**config.mk**
```make
export PLATFORM = sky130hd
export DESIGN_NAME = muldiv_top
export DESIGN_NICKNAME = d
export VERILOG_FILES = /design/src/rtl/muldiv_pkg.sv /design/src/rtl/div_unit.sv /design/src/rtl/mul_unit.sv /design/src/rtl/muldiv_issue.sv /design/src/rtl/muldiv_top.sv
export SDC_FILE = /design/constraint.sdc
export NUM_CORES = 2
export LEC_CHECK = 0
export BUFFER_PORTS_ARGS = -buffer_cell sky130_fd_sc_hd__buf_2
export CAP_MARGIN = 25
export CORE_ASPECT_RATIO = 1.4
export CORE_MARGIN = 10
export CORE_UTILIZATION = 50
export CTS_BUF_LIST = sky130_fd_sc_hd__clkbuf_8
export CTS_CLUSTER_SIZE = 30
export DETAILED_ROUTE_END_ITERATION = 10
export GPL_TIMING_DRIVEN = 0
export PLACE_DENSITY = 0.66
export SLEW_MARGIN = 20
export SYNTH_ARGS = -nofsm -noshare
export SYNTH_HDL_FRONTEND = slang
export SYNTH_HIERARCHICAL = 1
export SYNTH_SLANG_ARGS = --single-unit
```
**constraint.sdc**
```tcl
create_clock -name clk_i -period 24.7 [get_ports clk_i]
set_clock_uncertainty 0.05 [all_clocks]
set_input_delay 3.705 -clock clk_i [delete_from_list [all_inputs] [get_ports clk_i]]
set_output_delay 3.705 -clock clk_i [all_outputs]
set_load 0.03 [all_outputs]
```
**src/rtl/muldiv_pkg.sv**
```systemverilog
// --------------------------------------------------------------------------
// Shared definitions for the RV32 M-extension multiply/divide unit.
// Holds the data widths, the funct3 operation codes and the FSM state
// encodings. The RTL and the testbench import it.
// --------------------------------------------------------------------------
`default_nettype none

package muldiv_pkg;

    // ----------------------------------------------------------------------
    // widths
    // ----------------------------------------------------------------------
    localparam int XLEN       = 32;              // RV32 data word
    localparam int DIV_STEPS  = XLEN;            // one quotient bit per cycle
    localparam int STEP_CNT_W = $clog2(DIV_STEPS);

    typedef logic [XLEN-1:0]       xlen_t;       // operands and results
    typedef logic [2*XLEN-1:0]     dword_t;      // product or rem/quo pair
    typedef logic [STEP_CNT_W-1:0] step_cnt_t;   // divide step counter

    // ----------------------------------------------------------------------
    // operation codes, same as funct3 of the OP/M instructions
    // ----------------------------------------------------------------------
    typedef enum logic [2:0] {
        OP_MUL    = 3'd0,
        OP_MULH   = 3'd1,
        OP_MULHSU = 3'd2,
        OP_MULHU  = 3'd3,
        OP_DIV    = 3'd4,
        OP_DIVU   = 3'd5,
        OP_REM    = 3'd6,
        OP_REMU   = 3'd7
    } muldiv_op_e;

    // multiplier FSM
    typedef enum logic [1:0] {
        MUL_IDLE,
        MUL_EXEC,                                // product register loads
        MUL_RET
    } mul_state_e;

    // divider FSM
    typedef enum logic [1:0] {
        DIV_IDLE,
        DIV_CHECK,                               // magnitudes, zero divisor
        DIV_EXEC,                                // shift-subtract steps
        DIV_RET
    } div_state_e;

endpackage

`default_nettype wire

```
**src/rtl/div_unit.sv**
```systemverilog
// --------------------------------------------------------------------------
// Restoring shift-subtract divider for DIV, DIVU, REM and REMU.
// Works on magnitudes, one quotient bit per cycle, and corrects the sign
// on return. A zero divisor returns all ones and the dividend unchanged.
// --------------------------------------------------------------------------
`timescale 1ns/1ps
`default_nettype none

module div_unit
    import muldiv_pkg::*;
(
    input  wire         clk_i,
    input  wire         rst_i,
    input  wire         start_i,
    input  wire         signed_i,
    input  wire         rem_i,
    input  xlen_t       src1_i,
    input  xlen_t       src2_i,
    output logic        done_o,
    output xlen_t       rslt_o
);

    div_state_e    state_q;
    step_cnt_t     cnt_q;
    xlen_t         divisor_q;
    dword_t        pair_q;                       // {remainder, quotient}
    logic          dvd_neg_q;
    logic          dvs_neg_q;
    logic          quo_neg_q;                    // quotient sign
    logic          rem_neg_q;                    // remainder follows dividend
    logic          rem_sel_q;

    xlen_t         remainder;
    xlen_t         quotient;
    xlen_t         dvd_mag;
    xlen_t         dvs_mag;
    logic          divisor_zero;
    logic [XLEN:0] diff;
    logic          q_bit;

    assign remainder    = pair_q[2*XLEN-1:XLEN];
    assign quotient     = pair_q[XLEN-1:0];
    assign dvd_mag      = dvd_neg_q ? -remainder : remainder;  // dividend sits in upper half
    assign dvs_mag      = dvs_neg_q ? -divisor_q : divisor_q;
    assign divisor_zero = (divisor_q == '0);

    // trial subtraction of the shifted partial remainder
    assign diff  = {1'b0, pair_q[2*XLEN-2:XLEN-1]} - {1'b0, divisor_q};
    assign q_bit = ~diff[XLEN];

    // ----------------------------------------------------------------------
    // FSM
    // ----------------------------------------------------------------------
    always_ff @(posedge clk_i) begin
        if (rst_i) begin
            state_q <= DIV_IDLE;
        end else begin
            case (state_q)
                DIV_IDLE: begin
                    if (start_i) begin
                        state_q <= DIV_CHECK;
                    end
                end
                DIV_CHECK: state_q <= divisor_zero ? DIV_RET : DIV_EXEC;
                DIV_EXEC: begin
                    if (cnt_q == '0) begin
                        state_q <= DIV_RET;
                    end
                end
                default: state_q <= DIV_IDLE;
            endcase
        end
    end

    // ----------------------------------------------------------------------
    // datapath
    // ----------------------------------------------------------------------
    always_ff @(posedge clk_i) begin
        case (state_q)
            DIV_IDLE: begin
                if (start_i) begin
                    rem_sel_q <= rem_i;
                    dvd_neg_q <= signed_i & src1_i[XLEN-1];
                    dvs_neg_q <= signed_i & src2_i[XLEN-1];
                    quo_neg_q <= signed_i & (src1_i[XLEN-1] ^ src2_i[XLEN-1]);
                    rem_neg_q <= signed_i & src1_i[XLEN-1];
                    divisor_q <= src2_i;
                    pair_q    <= {src1_i, {XLEN{1'b0}}};
                end
            end
            DIV_CHECK: begin
                if (divisor_zero) begin
                    pair_q    <= {remainder, {XLEN{1'b1}}};  // quotient all ones
                    quo_neg_q <= 1'b0;
                    rem_neg_q <= 1'b0;
                end else begin
                    divisor_q <= dvs_mag;
                    pair_q    <= {{XLEN{1'b0}}, dvd_mag};
                    cnt_q     <= step_cnt_t'(DIV_STEPS - 1);
                end
            end
            DIV_EXEC: begin
                if (q_bit) begin
                    pair_q <= {diff[XLEN-1:0], pair_q[XLEN-2:0], 1'b1};
                end else begin
                    pair_q <= {pair_q[2*XLEN-2:0], 1'b0};
                end
                cnt_q <= cnt_q - 1'b1;
            end
            default: begin
            end
        endcase
    end

    assign done_o = (state_q == DIV_RET);
    assign rslt_o = rem_sel_q ? (rem_neg_q ? -remainder : remainder)
                              : (quo_neg_q ? -quotient : quotient);

endmodule

`default_nettype wire

```
**src/rtl/mul_unit.sv**
```systemverilog
// --------------------------------------------------------------------------
// Two-step multiplier for MUL, MULH, MULHSU and MULHU. Operands are
// extended to 33 bits on start, the signed product is registered in the
// next cycle and done_o marks the low or high half in the cycle after.
// --------------------------------------------------------------------------
`timescale 1ns/1ps
`default_nettype none

module mul_unit
    import muldiv_pkg::*;
(
    input  wire         clk_i,
    input  wire         rst_i,
    input  wire         start_i,
    input  wire         src1_signed_i,
    input  wire         src2_signed_i,
    input  wire         high_i,
    input  xlen_t       src1_i,
    input  xlen_t       src2_i,
    output logic        done_o,
    output xlen_t       rslt_o
);

    mul_state_e           state_q;
    logic signed [XLEN:0] src1_ext_q;            // sign or zero extended
    logic signed [XLEN:0] src2_ext_q;
    logic                 high_q;
    dword_t               product_q;

    always_ff @(posedge clk_i) begin
        if (rst_i) begin
            state_q <= MUL_IDLE;
        end else begin
            case (state_q)
                MUL_IDLE: begin
                    if (start_i) begin
                        state_q <= MUL_EXEC;
                    end
                end
                MUL_EXEC: state_q <= MUL_RET;
                default:  state_q <= MUL_IDLE;
            endcase
        end
    end

    // operand capture and product
    always_ff @(posedge clk_i) begin
        if (state_q == MUL_IDLE && start_i) begin
            src1_ext_q <= {src1_signed_i & src1_i[XLEN-1], src1_i};
            src2_ext_q <= {src2_signed_i & src2_i[XLEN-1], src2_i};
            high_q     <= high_i;
        end
        if (state_q == MUL_EXEC) begin
            product_q <= src1_ext_q * src2_ext_q;  // 33x33 signed, low 64 bits kept
        end
    end

    assign done_o = (state_q == MUL_RET);
    assign rslt_o = high_q ? product_q[2*XLEN-1:XLEN] : product_q[XLEN-1:0];

endmodule

`default_nettype wire

```
**src/rtl/muldiv_issue.sv**
```systemverilog
// --------------------------------------------------------------------------
// Issue stage of the multiply/divide unit. Accepts one request at a time,
// decodes funct3 into a start strobe and controls for the multiplier or
// the divider, holds busy until the result strobe and returns the result.
// --------------------------------------------------------------------------
`timescale 1ns/1ps
`default_nettype none

module muldiv_issue
    import muldiv_pkg::*;
(
    input  wire         clk_i,
    input  wire         rst_i,
    input  wire         req_valid_i,
    input  muldiv_op_e  req_op_i,
    input  wire         mul_done_i,
    input  xlen_t       mul_rslt_i,
    input  wire         div_done_i,
    input  xlen_t       div_rslt_i,
    output logic        busy_o,
    output logic        mul_start_o,
    output logic        src1_signed_o,
    output logic        src2_signed_o,
    output logic        mul_high_o,
    output logic        div_start_o,
    output logic        div_signed_o,
    output logic        div_rem_o,
    output logic        rslt_valid_o,
    output xlen_t       rslt_o
);

    logic busy_q;
    logic accept;
    logic div_op;

    assign accept = req_valid_i & ~busy_q;       // requests while busy are dropped

    // ----------------------------------------------------------------------
    // funct3 decode
    // ----------------------------------------------------------------------
    always_comb begin
        div_op        = 1'b0;
        src1_signed_o = 1'b0;
        src2_signed_o = 1'b0;
        mul_high_o    = 1'b1;                    // all but MUL take the high half
        div_signed_o  = 1'b0;
        div_rem_o     = 1'b0;
        case (req_op_i)
            OP_MUL: begin
                mul_high_o = 1'b0;
            end
            OP_MULH: begin
                src1_signed_o = 1'b1;
                src2_signed_o = 1'b1;
            end
            OP_MULHSU: begin
                src1_signed_o = 1'b1;
            end
            OP_MULHU: begin
                mul_high_o = 1'b1;
            end
            OP_DIV: begin
                div_op       = 1'b1;
                div_signed_o = 1'b1;
            end
            OP_DIVU: begin
                div_op = 1'b1;
            end
            OP_REM: begin
                div_op       = 1'b1;
                div_signed_o = 1'b1;
                div_rem_o    = 1'b1;
            end
            default: begin                       // REMU
                div_op    = 1'b1;
                div_rem_o = 1'b1;
            end
        endcase
    end

    assign mul_start_o = accept & ~div_op;
    assign div_start_o = accept & div_op;

    // busy from the accepting edge to the edge after the result strobe
    always_ff @(posedge clk_i) begin
        if (rst_i) begin
            busy_q <= 1'b0;
        end else if (accept) begin
            busy_q <= 1'b1;
        end else if (rslt_valid_o) begin
            busy_q <= 1'b0;
        end
    end

    assign busy_o = busy_q;

    // return path, only one unit finishes at a time
    assign rslt_valid_o = mul_done_i | div_done_i;
    assign rslt_o       = div_done_i ? div_rslt_i : mul_rslt_i;

endmodule

`default_nettype wire

```
**src/rtl/muldiv_top.sv**
```systemverilog
// --------------------------------------------------------------------------
// Top level of the multiply/divide unit. The issue stage drives both
// execution units; request operands go straight to both of them.
// --------------------------------------------------------------------------
`timescale 1ns/1ps
`default_nettype none

module muldiv_top
    import muldiv_pkg::*;
(
    input  wire         clk_i,
    input  wire         rst_i,
    input  wire         req_valid_i,
    input  muldiv_op_e  req_op_i,
    input  xlen_t       req_src1_i,
    input  xlen_t       req_src2_i,
    output logic        busy_o,
    output logic        rslt_valid_o,
    output xlen_t       rslt_o
);

    logic  mul_start;
    logic  src1_signed;
    logic  src2_signed;
    logic  mul_high;
    logic  mul_done;
    xlen_t mul_rslt;
    logic  div_start;
    logic  div_signed;
    logic  div_rem;
    logic  div_done;
    xlen_t div_rslt;

    muldiv_issue i_muldiv_issue (
        .clk_i          (clk_i),
        .rst_i          (rst_i),
        .req_valid_i    (req_valid_i),
        .req_op_i       (req_op_i),
        .mul_done_i     (mul_done),
        .mul_rslt_i     (mul_rslt),
        .div_done_i     (div_done),
        .div_rslt_i     (div_rslt),
        .busy_o         (busy_o),
        .mul_start_o    (mul_start),
        .src1_signed_o  (src1_signed),
        .src2_signed_o  (src2_signed),
        .mul_high_o     (mul_high),
        .div_start_o    (div_start),
        .div_signed_o   (div_signed),
        .div_rem_o      (div_rem),
        .rslt_valid_o   (rslt_valid_o),
        .rslt_o         (rslt_o)
    );

    mul_unit i_mul_unit (
        .clk_i          (clk_i),
        .rst_i          (rst_i),
        .start_i        (mul_start),
        .src1_signed_i  (src1_signed),
        .src2_signed_i  (src2_signed),
        .high_i         (mul_high),
        .src1_i         (req_src1_i),
        .src2_i         (req_src2_i),
        .done_o         (mul_done),
        .rslt_o         (mul_rslt)
    );

    div_unit i_div_unit (
        .clk_i          (clk_i),
        .rst_i          (rst_i),
        .start_i        (div_start),
        .signed_i       (div_signed),
        .rem_i          (div_rem),
        .src1_i         (req_src1_i),
        .src2_i         (req_src2_i),
        .done_o         (div_done),
        .rslt_o         (div_rslt)
    );

endmodule

`default_nettype wire

```
After elaboration in Yosys (flattened, before gate mapping):

Cells that the tools add are included.

* $add $sub $neg: 5
* multipliers: 1
* div/mod/pow operators: 0
* order comparisons: 0
* equal/unequal tests: 17
* shift-type cells: 0
* muxes and demuxes: 35
* bitwise operators: 11
* reductions and logical operators: 21

Operator list (count)
* 32-bit two-way mux: 9
* 64-bit two-way mux: 3
* 64-bit case mux with 3 select lines: 1
* 32-bit negation: 3
* 33-bit by 33-bit multiplier with 64-bit output: 1
* 32-bit case mux with 2 select lines: 1
* 32-bit by 32-bit subtractor with 33-bit output: 1
* 32-bit zero test: 1
* 1-bit two-way mux: 12
* 5-bit case mux with 2 select lines: 1
* 3-bit equality test, second input constant: 3
* 1-bit AND: 8
* 2-bit by 1-bit inequality test with 1-bit output, second input constant: 4
* 2-bit AND reduction: 4
* 2-bit equality test, second input constant: 3
* 3-bit by 2-bit equality test with 1-bit output, second input constant: 2
* 2-bit two-way mux: 3
* 2-bit case mux with 3 select lines: 1
* 3-bit AND reduction: 2
* 2-bit nonzero test: 3
* 6-bit OR reduction: 1
* 5-bit zero test: 1
* 5-bit two-way mux: 1
* 5-bit by 1-bit subtractor with 5-bit output, second input constant: 1
* 15 further kinds: 20

* bits in registers: 242
* bits in latches: 0
* memory bits (writable): 0
* ROM bits: 0
* bits of input ports: 70
* output and inout bits: 34
* word-level logic and storage cells: 106
* memories: 0

Depth between registers and ports, before layout:

* word-level depth: 6
* mapped depth: 28
* gate-level depth less buffers: 26

Hierarchy:

The synthesis kept the hierarchy.

By module, submodules not included
* mul_unit: times used 1, cells each 4321, area each 42768.5 µm², sequential area each 3973.8 µm²
* div_unit: times used 1, cells each 1092, area each 9369.0 µm², sequential area each 3223.1 µm²
* muldiv_issue: times used 1, cells each 50, area each 636.9 µm², sequential area each 20.0 µm²

Worst setup path before layout:

No wires, ideal clock.

* kind: input to register
* from: input req_valid_i
* to: register i_mul_unit.high_q, enable pin
* library setup time: 0.590 ns
* arrival: 8.728 ns
* data required time: 24.060 ns
* slack: 15.332 ns
* stages on the path: 3
* path buffers: 0
* cell sequence: nand2b_1 -> nor2_1 -> nor3b_1

* longest elaborated chain between the ends: 3

RTL lines
* start, declared: RTL line muldiv_top.sv:13 `input wire req_valid_i,`
* 1-bit AND: RTL line muldiv_issue.sv:36 `assign accept = req_valid_i & ~busy_q;`
* 1-bit AND: RTL line muldiv_issue.sv:81 `assign mul_start_o = accept & ~div_op;`
* via mul_start: RTL line muldiv_top.sv:22 `logic mul_start;`
* 1-bit logical AND: RTL line mul_unit.sv:48 `if (state_q == MUL_IDLE && start_i) begin`
* end signal, assigned: RTL line mul_unit.sv:51 `high_q <= high_i;`
* end, declared: RTL line mul_unit.sv:27 `logic high_q;`

The timed path passes the listed nets, and every way through them passes these cells.
A chain may end at the register's enable or synchronous reset.

Worst setup path after layout:

* from: register i_mul_unit.src1_ext_q[32]
* to: register i_mul_unit.product_q[63] (data pin)

* longest elaborated chain between the ends: 1

RTL lines
* start, declared: RTL line mul_unit.sv:25 `logic signed [XLEN:0] src1_ext_q;`
* start signal, assigned: RTL line mul_unit.sv:49 `src1_ext_q <= {src1_signed_i & src1_i[XLEN-1], src1_i};`
* 33-bit by 33-bit multiplier with 64-bit output: RTL line mul_unit.sv:54 `product_q <= src1_ext_q * src2_ext_q;`
* end signal, assigned: RTL line mul_unit.sv:54
* end, declared: RTL line mul_unit.sv:28 `dword_t product_q;`

No other way between the ends.

==> metrics.txt <==
outcome=completed; fmax=87.8 MHz; EDFF count, synth=237; Unique masters post-synth=93; synthesized cell area=52,800 um2; top cells by area, synth=fa_1, edfxtp_1, inv_1, and2_1, ha_1; clock sinks=242; hold bufs inserted after CTS=0; GPL Wtd Cong=1.07; Hold Path Stages=2; Hold WS=457 ps; dominant cell by count in the synthesized netlist=inv_1; Crit Path Class=flip-flop to flip-flop; fraction of the cycle the final worst path needs=46.1%; Starting Density=50.2%; H-tree depth=2; Clock transition at path regs=70 ps; Final Hold Vio Count=0; first-pass GRT wire length=300,000 um; final setup fails=0; Max Cap Viol=0; ys flop type=edfxtp_1; top cell type's share of synthesized area=42.7%; setup bufs post-CTS=0; insertion delay to the later sink of the worst-skew pair=600 ps; Core Area=105,000 um2; detailed-route wire length=206,000 um; Global Route Usage Sum=35.4%; most frequent cells after synthesis=inv_1, fa_1, nand2_1; Syn Nets=6,912; post-CTS sizing=0; placed inst area=55,300 um2; WP data arrival=11,580 ps; number of synthesized register bits=242; r2r worst-path depth=25; RSZ-0062 raised after global routing=no; post-synthesis sequential area ratio=13.7%; DR vias/cell=5.78; layout cells sized above 1=6.05%; # rows=141; post-route ant nets=0; max_slew headroom=21.8%; cell count after synthesis=5,463; Critical Path RT=24,900 ps; Synth Warn #=6; DR WL/cell=29.4 um; Startpoint Class=flip-flop; Post-DP HPWL=174,000 um; cell taking the most area after synthesis=fa_1; largest net degree at the start of global routing=25; num ports=104; area grow syn2layout=6.31%; number of global-route vias before repair=43,800; CTS Buf Count=35; worst r2r src=i_mul_unit/src1_ext_q[32]$_DFFE_PP_; # port buffers=103; Pre-antenna DRT Iters=6; Reg2Reg Setup Slack=13,320 ps; root buf cell=clkbuf_8; number of remaining DRC errors=0; Slew Viols, Final=0; nets=7,078; min-delay src=i_muldiv_issue/busy_o$_SDFFE_PP0P_; fin area=56,100 um2; Tightest Hold Check Type=flip-flop to flip-flop; Avg Inst Size Synth=9.66 um2; CP max FO=10; initial antenna violation count=16; Final min period=11,380 ps; Hold Path End=i_muldiv_issue/busy_o$_SDFFE_PP0P_; fin util=53.4%; die outline width=295 um; die area=119,000 um2; TritonCTS clock tree=built; crit end category=flip-flop; Critical R2R Capture=i_mul_unit/product_q[63]$_DFFE_PN_; gr ovfl total=0; Post-Route Setup TNS=0 ps; clock buffer depth=3; via count=40,600; Detailed Route Iter0 Violations=3,369; chip height=404 um; Slew @ Worst Pin=1170 ps; Post-synth ARST share=0%
layout make-up:
class / count / area [um2]
antenna: 8 / 20.0
tap: 1358 / 1700
inverter: 1152 / 4320
clock buffer: 35 / 482
timing repair buffer: 129 / 882
fill: 9834 / 49000
clock inverter: 29 / 195
buffer: 275 / 1140
multi-input combinational: 3794 / 40100
sequential: 242 / 7220
worst max-delay path, stage by stage, from the launching register on:
cell      delay, ps
edfxtp_1        510
clkbuf_1        720
nand2_1         210
inv_1           190
fa_1            490
fa_1            580
fa_2            790
inv_1           190
fa_1           1120
fa_1            530
inv_1            90
fa_1            420
fa_1            500
inv_1            50
fa_1            550
inv_1            70
ha_1            400
and3_1          290
nand2_1         150
nor4b_1         620
and4_1          340
o211ai_1        430
a31oi_1         530
a21o_1          230
nor4_1           60
a311oi_1        880
metrics by stage:
step / setup slack (ps) / cells
6_report: 13320 / 7022
5_1_grt: 13280 / 7016
4_1_cts: 13470 / 7008
3_5_place_dp: 13460 / 6944
3_3_place_gp: 13100 / 6924
2_1_floorplan: 15330 / 5463
state kept, by name (all words and copies together), names as in the netlist:
signal and cells:
i_div_unit/dvd_neg_q 1, i_mul_unit/src1_ext_q 33, i_mul_unit/src2_ext_q 33, i_mul_unit/product_q 64
i_div_unit/rem_neg_q 1, i_div_unit/divisor_q 32, i_div_unit/pair_q 64, i_mul_unit/state_q 2
i_div_unit/rem_sel_q 1, i_div_unit/quo_neg_q 1, i_div_unit/cnt_q 5, i_mul_unit/high_q 1
i_div_unit/state_q 2, i_div_unit/dvs_neg_q 1, i_muldiv_issue/busy_o 1
cells by family after synthesis:
| group | after synthesis | synth area share (%) |
|---|---|---|
| flip-flops | 242 | 13.7 |
| buffers and inverters | 1427 | 10.3 |
| adder cells (fa/ha/maj) | 1379 | 48.7 |
| AO/OA/AOI/OAI | 489 | 6.04 |
| AND/OR/NAND/NOR | 1605 | 15.2 |
| XOR/XNOR | 221 | 3.67 |
| multiplexers | 100 | 2.33 |
layer usage:
layer  track usage [%]  share of wire (%)  vias up
li1                  -                  -    16900
met1              38.5                 33    20600
met2              58.8                 47     2250
met3              6.86                8.6      819
met4              30.7                 11        4
met5                 0             0.0058        -
layout by cell type (no fill, tap or decap), types with 108 or more instances in the layout:
cell | netlist | layout
a21oi_1 | 155 | 154
and2_1 | 557 | 556
buf_2 | 7 | 110
clkbuf_1 | 252 | 239
edfxtp_1 | 237 | 237
fa_1 | 1126 | 1125
ha_1 | 253 | 253
inv_1 | 1151 | 1157
nand2_1 | 683 | 683
nor2_1 | 119 | 118
o21ai_0 | 108 | 108
xnor2_1 | 145 | 145
worst max path at each step:
stage / slack, ps / start / cells after the start / end
6_report: 13320 / i_mul_unit/src1_ext_q[32]$_DFFE_PP_ / 25 / i_mul_unit/product_q[63]$_DFFE_PN_
5_1_grt: 13280 / i_mul_unit/src1_ext_q[32]$_DFFE_PP_ / 25 / i_mul_unit/product_q[63]$_DFFE_PN_
4_1_cts: 13470 / i_mul_unit/src1_ext_q[32]$_DFFE_PP_ / 22 / i_mul_unit/product_q[63]$_DFFE_PN_
3_5_place_dp: 13460 / i_mul_unit/src1_ext_q[32]$_DFFE_PP_ / 25 / i_mul_unit/product_q[63]$_DFFE_PN_
3_3_place_gp: 13100 / req_valid_i / 4 / i_mul_unit/src2_ext_q[26]$_DFFE_PP_
2_1_floorplan: 15330 / req_valid_i / 3 / i_mul_unit/high_q$_DFFE_PP_
Power is left out: the tool's default activity adds up to more than one toggle a clock period on the data nets, which glitch-free logic cannot reach.
